**config.mk**
```make
export PLATFORM = sky130hd
export DESIGN_NAME = slot_select
export DESIGN_NICKNAME = d
export VERILOG_FILES = /design/src/hw/isa_pkg.sv /design/src/hw/issue_pkg.sv /design/src/hw/slot_select.sv
export SDC_FILE = /design/constraint.sdc
export NUM_CORES = 1
export LEC_CHECK = 0
export ABC_AREA = 1
export BUFFER_PORTS_ARGS = -buffer_cell sky130_fd_sc_hd__buf_2
export CAP_MARGIN = 30
export CORE_ASPECT_RATIO = 0.6
export CORE_MARGIN = 3
export CORE_UTILIZATION = 38
export DETAILED_ROUTE_END_ITERATION = 10
export PLACE_DENSITY = 0.83
export SETUP_SLACK_MARGIN = 0.02
export SYNTH_ARGS = -nofsm -noshare
export SYNTH_HDL_FRONTEND = slang
export SYNTH_SLANG_ARGS = --single-unit
```
**constraint.sdc**
```tcl
create_clock -name clk_i -period 1.61 [get_ports clk_i]
set_input_delay 0.0805 -clock clk_i [delete_from_list [all_inputs] [get_ports clk_i]]
set_output_delay 0.0805 -clock clk_i [all_outputs]
set_load 0.1 [all_outputs]
```
**src/hw/isa_pkg.sv**
```systemverilog
// RISC-V ISA definitions
// Register file geometry, register field positions in the 32-bit
// encoding and the execution classes seen by the issue stage
package isa_pkg;

    //----------------------------------------
    // Data path
    //----------------------------------------
    localparam int XLEN      = 32;
    localparam int REG_IDX_W = 5;
    localparam int NUM_REGS  = 1 << REG_IDX_W;

    //----------------------------------------
    // Register fields
    //----------------------------------------
    // Each field is REG_IDX_W bits wide
    localparam int RD_LSB = 7;
    localparam int RA_LSB = 15;
    localparam int RB_LSB = 20;

    // Execution class of a fetched word
    typedef enum logic [1:0] {
        CLASS_ALU   = 2'd0,
        CLASS_LOAD  = 2'd1,
        CLASS_STORE = 2'd2
    } instr_class_e;

endpackage

```
**src/hw/issue_pkg.sv**
```systemverilog
// Issue stage definitions
// Reset PC, PC step and the records passed between the fetch
// selection, the scheduler, the pipe trackers and the issue outputs
package issue_pkg;

    localparam logic [isa_pkg::XLEN-1:0] RESET_PC    = '0;
    localparam logic [isa_pkg::XLEN-1:0] INSTR_BYTES = 'd4;

    //----------------------------------------
    // Front end records
    //----------------------------------------
    // One word from the fetch unit
    typedef struct packed {
        logic                     valid;
        logic [isa_pkg::XLEN-1:0] instr;
        logic [isa_pkg::XLEN-1:0] pc;
        isa_pkg::instr_class_e    iclass;
    } fetch_word_t;

    // One selected slot, not yet cleared for issue
    typedef struct packed {
        logic                     valid;
        logic [isa_pkg::XLEN-1:0] instr;
        logic [isa_pkg::XLEN-1:0] pc;
        isa_pkg::instr_class_e    iclass;
    } slot_op_t;

    // Issued op with its operands
    typedef struct packed {
        logic                     valid;
        logic [isa_pkg::XLEN-1:0] instr;
        logic [isa_pkg::XLEN-1:0] pc;
        logic [isa_pkg::XLEN-1:0] ra_value;
        logic [isa_pkg::XLEN-1:0] rb_value;
    } issue_op_t;

    //----------------------------------------
    // Pipe stage record
    //----------------------------------------
    typedef struct packed {
        logic                          valid;
        logic                          is_load;
        logic                          writes_rd;
        logic [isa_pkg::REG_IDX_W-1:0] rd;
        logic [isa_pkg::XLEN-1:0]      result;
    } stage_t;

endpackage

```
**src/hw/slot_select.sv**
```systemverilog
// Issue slot selection
// Tracks the expected PC, matches both fetch words against it and
// steers them into slot A and slot B. Raises a one-cycle redirect
// when neither valid word is at the expected PC.
`timescale 1ns/100ps

module slot_select
(
    input  logic                     clk_i,
    input  logic                     rst_i,
    input  issue_pkg::fetch_word_t   fetch0_i,
    input  issue_pkg::fetch_word_t   fetch1_i,
    input  logic                     issue_a_i,
    input  logic                     issue_b_i,
    output issue_pkg::slot_op_t      slot_a_o,
    output issue_pkg::slot_op_t      slot_b_o,
    output logic                     fetch0_accept_o,
    output logic                     fetch1_accept_o,
    output logic                     redirect_o,
    output logic [isa_pkg::XLEN-1:0] redirect_pc_o
);

    logic [isa_pkg::XLEN-1:0] pc_q;
    logic                     match0;
    logic                     match1;

    function automatic issue_pkg::slot_op_t to_slot(input issue_pkg::fetch_word_t w);
        issue_pkg::slot_op_t s;
        s.valid  = w.valid;
        s.instr  = w.instr;
        s.pc     = w.pc;
        s.iclass = w.iclass;
        return s;
    endfunction

    //----------------------------------------
    // Expected PC
    //----------------------------------------
    always_ff @(posedge clk_i or posedge rst_i)
    begin
        if (rst_i)
            pc_q <= issue_pkg::RESET_PC;
        else if (issue_b_i)
            pc_q <= pc_q + (issue_pkg::INSTR_BYTES << 1);
        else if (issue_a_i)
            pc_q <= pc_q + issue_pkg::INSTR_BYTES;
    end

    assign match0 = fetch0_i.valid && (fetch0_i.pc == pc_q);
    assign match1 = fetch1_i.valid && (fetch1_i.pc == pc_q);

    //----------------------------------------
    // Slot steering
    //----------------------------------------
    always_comb
    begin
        slot_a_o = '0;
        slot_b_o = '0;
        if (match0)
        begin
            slot_a_o = to_slot(fetch0_i);
            slot_b_o = to_slot(fetch1_i);
        end
        // Word 1 alone is at the expected PC, so it moves to slot A
        else if (match1)
            slot_a_o = to_slot(fetch1_i);
    end

    // Neither word is where execution continues
    assign redirect_o    = !match0 && !match1 && (fetch0_i.valid || fetch1_i.valid);
    assign redirect_pc_o = pc_q;

    // Word 0 is dropped when only word 1 matches
    assign fetch0_accept_o = (match0 && issue_a_i) || (!match0 && match1);
    assign fetch1_accept_o = (!match0 && match1 && issue_a_i) || issue_b_i;

endmodule

```
==> results of run 1 <==
[Yosys cell counts, drive strengths merged]
cell    instances  area, um^2
xnor2          28         245
o21bai          1        7.51
inv           125         469
buf            37         239
clkbuf          1        3.75
xor2           26         228
o221ai          1        8.76
o211ai          1        7.51
nor4            1        6.26
nand3b          1        7.51
nand2         290        1090
dfrtp          30         751
nor3b           1        7.51
nand3          84         420
ha              2        25.0
conb            1        3.75
o21ai           3        18.8
o21a            1        7.51
nor2          117         444
nor3           14        70.1
nand4           8        50.1
[kinds of logic after synthesis]
| logic type | after synthesis |
|---|---|
| AND/OR/NAND/NOR | 516 |
| buffers and inverters | 163 |
| XOR/XNOR | 54 |
| flip-flops | 30 |
| AO/OA/AOI/OAI | 7 |
| adder cells (fa/ha/maj) | 2 |
| other | 1 |
[through the flow]
| stage | instances | area, um^2 |
|---|---|---|
| after global placement | 1339 | 10900 |
| after floorplan | 776 | 6080 |
==> reports/metrics.yaml, run 1 <==
placement:
  gp_congestion: 1.10
  port_buffers: 302
outcome:
  error: "[ERROR DPL-0038] Utilization greater than 100%, impossible to legalize"
  lastStage: "3_5_place_dp"
  status: "stopped before the end"
yosys:
  synthSimpleGateAreaFrac: 0.510
  synth_top_family_by_area: "simple AND/OR/NAND/NOR gates"
  ys_ff_latch: 30
  yosys.area_share.xor_xnor: 0.115
  synth_compound_area_frac: 0.0122
  synthCells: 773
  synth_mux_area_frac: 0
  synthAdderAreaFrac: 0.00609
  ys_warn_count: 0
  synth_cell_types: 27
  ys_seq_area_frac: 0.183
  avgSynthCellArea_um2: 5.32
  synth_area_um2: 4110
die:
  fp.dieH_um: 86.6
  die_x_um: 140
  rows: 28
  io_pins: 307
  start_util: 0.403
==> run 2, diff against run 1 <==
CORE_AREA = 3 3 119 121   (was not set)
CORE_ASPECT_RATIO = not set   (was 0.6)
CORE_MARGIN = not set   (was 3)
CORE_UTILIZATION = not set   (was 38)
DIE_AREA = 0 0 122 124   (was not set)
PLACE_DENSITY = not set   (was 0.83)
PLACE_DENSITY_LB_ADDON = 0.15   (was not set)
SETUP_SLACK_MARGIN = not set   (was 0.02)
clock period = 2.1 ns   (was 1.61 ns; I/O delays follow)
==> run 2 against run 1 <==
Against the previous run: the flow now finishes, with violations (negative setup slack); synthesized cell count stayed put; synthesized area did not move.
==> reports/metrics.yaml, run 2 <==
outcome:
  status: "finished, violations left"  # was stopped before the end
  violations: "negative setup slack"
final_layout:
  final_cell_mix: "167 x buf_2, 146 x buf_12, 145 x nand2_1"
  final_nets: 1271
  stdcell_area_um2: 11200
  layout_commonest_cell: "buf_2"
  layout.cells.non_filler: 1310
  largest_register_ffs: 30
  drive_gt1_frac: 0.655
  area_delta_synth_final_pct: 172
  fillers: 719
placement:
  gp_congestion: 1.01  # was 1.10
  port_buffers: 302  # unchanged
  dpl.cell_count: 1264
  post_dp_cell_area_um2: 9160
  hpwl_um: 17300
routing:
  post_drt_via_cell_ratio: 5.19
  via_count: 6803
  drt-pass1-iter-count: 5
  drt-total-wl_um: 27300
  drt_iter0_drc: 632
  drt.antenna.violating_nets: 0
  wl_per_cell_um: 20.8
  drc: 0
yosys:
  synth_area_um2: 4110  # unchanged
  yosys.area_share.xor_xnor: 0.115  # unchanged
  synth-main-ff-cell: "dfrtp_1"  # unchanged
  synth_cell_types: 27  # unchanged
  synth_top_area_cell: "nand2_1"  # unchanged
  synthMostInstantiatedCell: "nand2_1"  # unchanged
  synthAdderAreaFrac: 0.00609  # unchanged
  avgSynthCellArea_um2: 5.32  # unchanged
  synth_top_area_share: 0.264  # unchanged
  synthSimpleGateAreaFrac: 0.510  # unchanged
  synth_edf_count: 0  # unchanged
  async_flop_share: 1.00  # unchanged
  ys_ff_latch: 30  # unchanged
  synth_compound_area_frac: 0.0122  # unchanged
  synthCells: 773  # unchanged
  synth_top_family_by_area: "simple AND/OR/NAND/NOR gates"  # unchanged
  ys_warn_count: 0  # unchanged
  yosys-top-cells-count: "289 x nand2_1, 115 x nor2_1, 108 x inv_1, 84 x nand3_1, 30 x dfrtp_1"  # unchanged
  synthTopCellsByArea: "nand2_1 26%, dfrtp_1 18%, nor2_1 10%"  # unchanged
  synth_mux_area_frac: 0  # unchanged
  ys_seq_area_frac: 0.183  # unchanged
timing:
  fmax_mhz: 405
  period_minus_slack_ns: 2.47
  finalMaxSlewViolations: 0
  clock_skew_ns: 0.00316
  min_period_over_period: 1.18
  relSlewSlack: 0.647
  hold_viol: 0
  rsz0062_at_grt: "true"
  worstMarginPinSlew_ns: 0.533
  worst_slack_ns: -0.372
  tns_ns: -43.00
  setup_violations: 135
critical_path:
  cp_cell_sequence: "buf_6 > inv_2 > nand2_2 > nand2_2 > nor2_1 > nand2_1 > nor2_2 > nand2_2 > nor2_4 > buf_12 > buf_8 > buf_12 > nand3_4 > nand2_8 > buf_12"
  cp_slowest_cell: "dfrtp_4"
  critPathKind: "reg -> out"
  worst-path-buf-inv: 6
  cp.arrival_ns: 2.37
  crit_cells: 15
  cp_max_fo: 7
  cp-start-kind: "flip-flop"
  crit_family: "simple AND/OR/NAND/NOR gates"
  cp-end-kind: "output port"
  crit_required_ns: 2.00
  max_stage_delay_ns: 0.45
  r2r_cells: 10
clock_network:
  htreeDepth: 2
  cts_sinks: 30
  cts_tree: "built"
  cts_buffers: 5
  clk_latency_ns: 0.28
  root_buffer: "clkbuf_16"
  clk_pin_slew_ns: 0.05
  cts_buffer_depth: 2
die:
  start_util: 0.312  # was 0.403
  fp.dieH_um: 124  # was 86.6 um
  dieArea_um2: 15100
  rows: 42  # was 28
  die_x_um: 122  # was 140 um
  io_pins: 307  # unchanged
  coreArea_um2: 13200
global_routing:
  groute.usage.overall: 0.287
  antenna_found_initial: 2
  overflow: 0
  grt_start_max_net_pins: 63
  grt_pass1_vias: 6197
  grt_pass1_wl_um: 34100
hold_path:
  min_path_cells: 3
  hp-class: "in -> reg"
power_and_ir_drop:
  leakage_uw: 0.00516
  powerDensity_nw_per_um2: 330
  power.total_uw: 3690
  vdd_ir_drop_max_mv: 0.785
flow_run:
  maxCapViolations: 0
==> run 2: cell families (layout without fill, tap and decap cells) <==
family / Yosys count / after routing
AND/OR/NAND/NOR: 516 / 517
buffers and inverters: 163 / 518
adder cells (fa/ha/maj): 2 / 2
AO/OA/AOI/OAI: 7 / 7
other: 1 / 6
flip-flops: 30 / 30
XOR/XNOR: 54 / 54
==> run 2: final timing paths <==
path | from | end | slack [ns]
max | redirect_pc_o[21] | slot_a_o[16] | -0.37
min | issue_a_i | redirect_pc_o[3] | 0.13
max reg2reg | redirect_pc_o[3] | redirect_pc_o[29] | 0.14
min reg2reg | redirect_pc_o[8] | redirect_pc_o[8] | 0.58
max in group asynchronous | rst_i | redirect_pc_o[13] | 1.30
min in group asynchronous | rst_i | redirect_pc_o[11] | 0.45
==> run 2: final cells by class <==
class                   instances  area [um^2]  area share
flip-flops and latches         30          853      0.0763
multi-input cells             584         4830       0.432
clock buffers                   6          139      0.0124
inverters                     125          495      0.0443
repair buffers                385         4630       0.414
clock inverters                 2         12.5     0.00112
well taps                     176          220      0.0197
diodes                          2         5.00    0.000448
==> run 2: per-layer routing <==
| metal | routed length, um | GRT usage | up-vias | share of wire |
|---|---|---|---|---|
| li1 | - | - | 3041 | - |
| met1 | 9440 | 0.323 | 3258 | 0.35 |
| met2 | 14300 | 0.532 | 396 | 0.52 |
| met3 | 2030 | 0.0586 | 108 | 0.074 |
| met4 | 1520 | 0.112 | 0 | 0.056 |
| met5 | 0 | 0 | - | 0 |
==> run 2: per-stage QoR <==
step           setup WS (ns)  utilization  hold slack, ns
5_1_grt               -0.446        0.848           0.162
4_1_cts               -0.393        0.756           0.137
3_5_place_dp          -0.234        0.695           0.205
3_3_place_gp          -0.202        0.695           0.213
6_report              -0.372        0.848           0.135
2_1_floorplan         -0.873            -           0.196
==> run 2: worst register-to-register path: cells and delay by family, from the launching register on <==
kind / cells / cell delay [ns]
AND/OR/NAND/NOR: 5 / 0.68
XOR/XNOR: 1 / 0.17
flip-flops: 1 / 0.45
buffers and inverters: 3 / 0.36
adder cells (fa/ha/maj): 1 / 0.17
==> run 2: what timing repair did <==
action | in CTS | in global routing
gates resized for setup | 135 | 193
endpoints found under the hold margin | 30 | 0
cloned | 5 | 16
setup buffers | 6 | 12
hold buffers | 1 | 0
endpoints found under the setup margin | 135 | 136
pin swaps | 5 | 34
==> run 2: where the power goes <==
part | switching, uW | internal (uW)
clock network | 279 | 469
logic | 1450 | 590
registers | 186 | 720
total | 1910 | 1780
(Power assumes the default switching activity.)
==> run 3, diff against run 2 <==
ABC_AREA = not set   (was 1)
CORE_AREA = 3 3 118 120   (was 3 3 119 121)
DIE_AREA = 0 0 121 123   (was 0 0 122 124)
RECOVER_POWER = 100   (was not set)
==> run 3 against run 2 <==
Against the previous run: the run still ends with negative setup slack left; fmax is 9.9% lower; combinational power is 17% lower; wire length decreased by 9.1%; count of clock-buffer cells in the layout is 1 higher; clock skew is 0.00093 ns higher; clock power hardly changed; sequential cell count unchanged; critical path type unchanged; largest power group unchanged; highest routed layer unchanged.
==> reports/metrics.yaml, run 3 <==
routing:
  wl_per_cell_um: 22.6  # was 20.8 um
  post_drt_via_cell_ratio: 5.39  # was 5.19
  drt-total-wl_um: 24800  # was 27300 um
  drt_iter0_drc: 538  # was 632
  drc: 0  # unchanged
  drt-pass1-iter-count: 5  # unchanged
  via_count: 5903  # was 6803
  drt.antenna.violating_nets: 0  # unchanged
placement:
  port_buffers: 302  # unchanged
  hpwl_um: 18200  # was 17300 um
  gp_congestion: 0.943  # was 1.01
final_layout:
  final_nets: 1059  # was 1271
  fillers: 894  # was 719
  diodes: 0  # was 2
  area_delta_synth_final_pct: 130  # was 172%
  drive_gt1_frac: 0.660  # was 0.655
  largest_register_ffs: 30  # unchanged
  layout_commonest_cell: "buf_12"  # was buf_2
  final_cell_mix: "146 x buf_12, 139 x buf_2, 78 x buf_4"  # was 167 x buf_2, 146 x buf_12, 145 x nand2_1
yosys:
  ys_ff_latch: 30  # unchanged
  yosys.area_share.xor_xnor: 0.182  # was 0.115
  synth_top_area_cell: "dfrtp_1"  # was nand2_1
  synth-main-ff-cell: "dfrtp_1"  # unchanged
  ys_warn_count: 0  # unchanged
  synth_top_family_by_area: "simple AND/OR/NAND/NOR gates"  # unchanged
  synth_cell_types: 34  # was 27
  yosys-top-cells-count: "74 x nor3_1, 69 x nand3_1, 67 x and2_1, 67 x xor2_1, 60 x mux2_2"  # was 289 x nand2_1, 115 x nor2_1, 108 x inv_1, 84 x nand3_1, 30 x dfrtp_1
  avgSynthCellArea_um2: 7.71  # was 5.32 um^2
  synthAdderAreaFrac: 0.00583  # was 0.00609
  ys_seq_area_frac: 0.175  # was 0.183
  synth_top_area_share: 0.175  # was 0.264
  synth_area_um2: 4290  # was 4110 um^2
  synthTopCellsByArea: "dfrtp_1 17%, mux2_2 16%, xor2_1 14%"  # was nand2_1 26%, dfrtp_1 18%, nor2_1 10%
  synth_mux_area_frac: 0.171  # was 0
  async_flop_share: 1.00  # unchanged
  synthSimpleGateAreaFrac: 0.358  # was 0.510
  synth_edf_count: 0  # unchanged
  synthCells: 557  # was 773
  synth_compound_area_frac: 0.0152  # was 0.0122
  synthMostInstantiatedCell: "nor3_1"  # was nand2_1
clock_network:
  cts_sinks: 30  # unchanged
  clk_latency_ns: 0.28  # about the same
  htreeDepth: 2  # unchanged
  clk_pin_slew_ns: 0.05  # about the same
  cts_buffer_depth: 2  # unchanged
  cts_buffers: 5  # unchanged
  cts_tree: "built"  # unchanged
  root_buffer: "clkbuf_16"  # unchanged
timing:
  min_period_over_period: 1.31  # was 1.18
  relSlewSlack: 0.181  # was 0.647
  finalMaxSlewViolations: 0  # unchanged
  tns_ns: -76.20  # was -43.00 ns
  setup_violations: 141  # was 135
  period_minus_slack_ns: 2.74  # was 2.47 ns
  worstMarginPinSlew_ns: 1.23  # was 0.533 ns
  clock_skew_ns: 0.00408  # was 0.00316 ns
  rsz0062_at_grt: "true"  # unchanged
  hold_viol: 0  # unchanged
  fmax_mhz: 364  # was 405 MHz
  worst_slack_ns: -0.644  # was -0.372 ns
  hold-worst-slack_ns: 0.169  # was 0.135 ns
power_and_ir_drop:
  leakage_uw: 0.00424  # was 0.00516 uW
  sw_frac_of_total: 0.483  # was 0.518
  p_seq_frac: 0.231  # was 0.246
  switchingPower_uw: 1540  # was 1910 uW
  pwr-share-comb: 0.534  # was 0.552
  powerDensity_nw_per_um2: 324  # was 330 nW/um^2
  clockPowerShare: 0.235  # was 0.203
  power.total_uw: 3190  # was 3690 uW
  p_int_uw: 1650  # was 1780 uW
  vdd_ir_drop_max_mv: 0.346  # was 0.785 mV
die:
  rows: 42  # unchanged
  dieArea_um2: 14900  # was 15100 um^2
  start_util: 0.328  # was 0.312
  die_x_um: 121  # was 122 um
  coreArea_um2: 13100  # was 13200 um^2
  fp.dieH_um: 123  # was 124 um
  io_pins: 307  # unchanged
critical_path:
  r2r_cells: 8  # was 10
  cp-start-kind: "flip-flop"  # unchanged
  cp-end-kind: "output port"  # unchanged
  crit_required_ns: 2.00  # about the same
  cp_max_fo: 12  # was 7
  cp.arrival_ns: 2.64  # was 2.37 ns
  critPathKind: "reg -> out"  # unchanged
flow_run:
  maxCapViolations: 0  # unchanged
hold_path:
  min_path_cells: 3  # unchanged
  hp-class: "in -> reg"  # unchanged
global_routing:
  grt_pass1_wl_um: 35100  # was 34100 um
  groute.usage.overall: 0.303  # was 0.287
  antenna_found_initial: 0  # was 2
  overflow: 0  # unchanged
  grt_pass1_vias: 6153  # was 6197
  grt_start_max_net_pins: 32  # was 63
outcome:
  violations: "negative setup slack"  # unchanged
  status: "finished, violations left"  # unchanged
==> run 3: kinds of logic after synthesis <==
kind of cell	after synthesis
buffers and inverters	75
xor gates and xnor gates	89
other	1
AOI/OAI and AO/OA	10
DFF	30
and+or+nand+nor	285
adders and majority gates	2
muxes	65
==> run 3: timing repair <==
item                       CTS  global route
buffers inserted            12             9
pin swaps                   10             3
gates resized for setup    129            41
setup endpoints to repair  136           140
hold buffers                 1             0
gates cloned                 6             2
hold endpoints to repair    30             0
==> run 3: cell type report <==
class	instances	area, um^2	area share
clock buffer	7	143	0.0145
clock inverter	1	5.00	0.000507
inverter	6	22.5	0.00228
multi-input combinational	455	3870	0.393
sequential	30	836	0.0847
tap	176	220	0.0223
timing repair buffer	421	4760	0.483
==> run 3: path summary, 6_finish.rpt <==
path | start | end | slack, ns
max reg2reg | redirect_pc_o[2] | redirect_pc_o[20] | -0.12
min in group asynchronous | rst_i | redirect_pc_o[17] | 0.60
max | redirect_pc_o[11] | slot_a_o[54] | -0.64
min | issue_b_i | redirect_pc_o[4] | 0.17
min reg2reg | redirect_pc_o[31] | redirect_pc_o[31] | 0.59
max in group asynchronous | rst_i | redirect_pc_o[7] | 0.89
==> run 3: critical path: stages, from the launching register on <==
cell     delay [ns]
dfrtp_4        0.50
xor2_2         0.17
nor4_4         0.33
nand4_1        0.19
nor4_4         0.26
buf_12         0.21
buf_12         0.17
mux2_4         0.34
buf_12         0.17
==> run 3: metrics by stage <==
stage	std cells	util	setup WS [ns]	instance area, um^2
after floorplan	560	-	-0.925	4970
after global placement	1058	0.664	-0.613	8690
after detailed placement	1058	0.664	-0.630	8690
after CTS	1085	0.733	-0.653	9590
after global routing	1096	0.754	-0.744	9860
final	1096	0.754	-0.644	9860
==> run 3: power groups by stage <==
stage               Combinational (uW)  Clock, uW  Sequential [uW]
floorplan                          532          0             1270
global placement                  1590          0              752
detailed placement                1610          0              754
CTS                               1660        756              742
global route                      1780        780              747
finish                            1700        751              737
==> run 3: routing by layer <==
| layer | GRT usage | wire length, um | vias to the layer above |
|---|---|---|---|
| li1 | - | - | 2631 |
| met1 | 0.330 | 8940 | 2859 |
| met2 | 0.563 | 13000 | 344 |
| met3 | 0.0791 | 1930 | 69 |
| met4 | 0.110 | 917 | 0 |
| met5 | 0 | 0 | - |
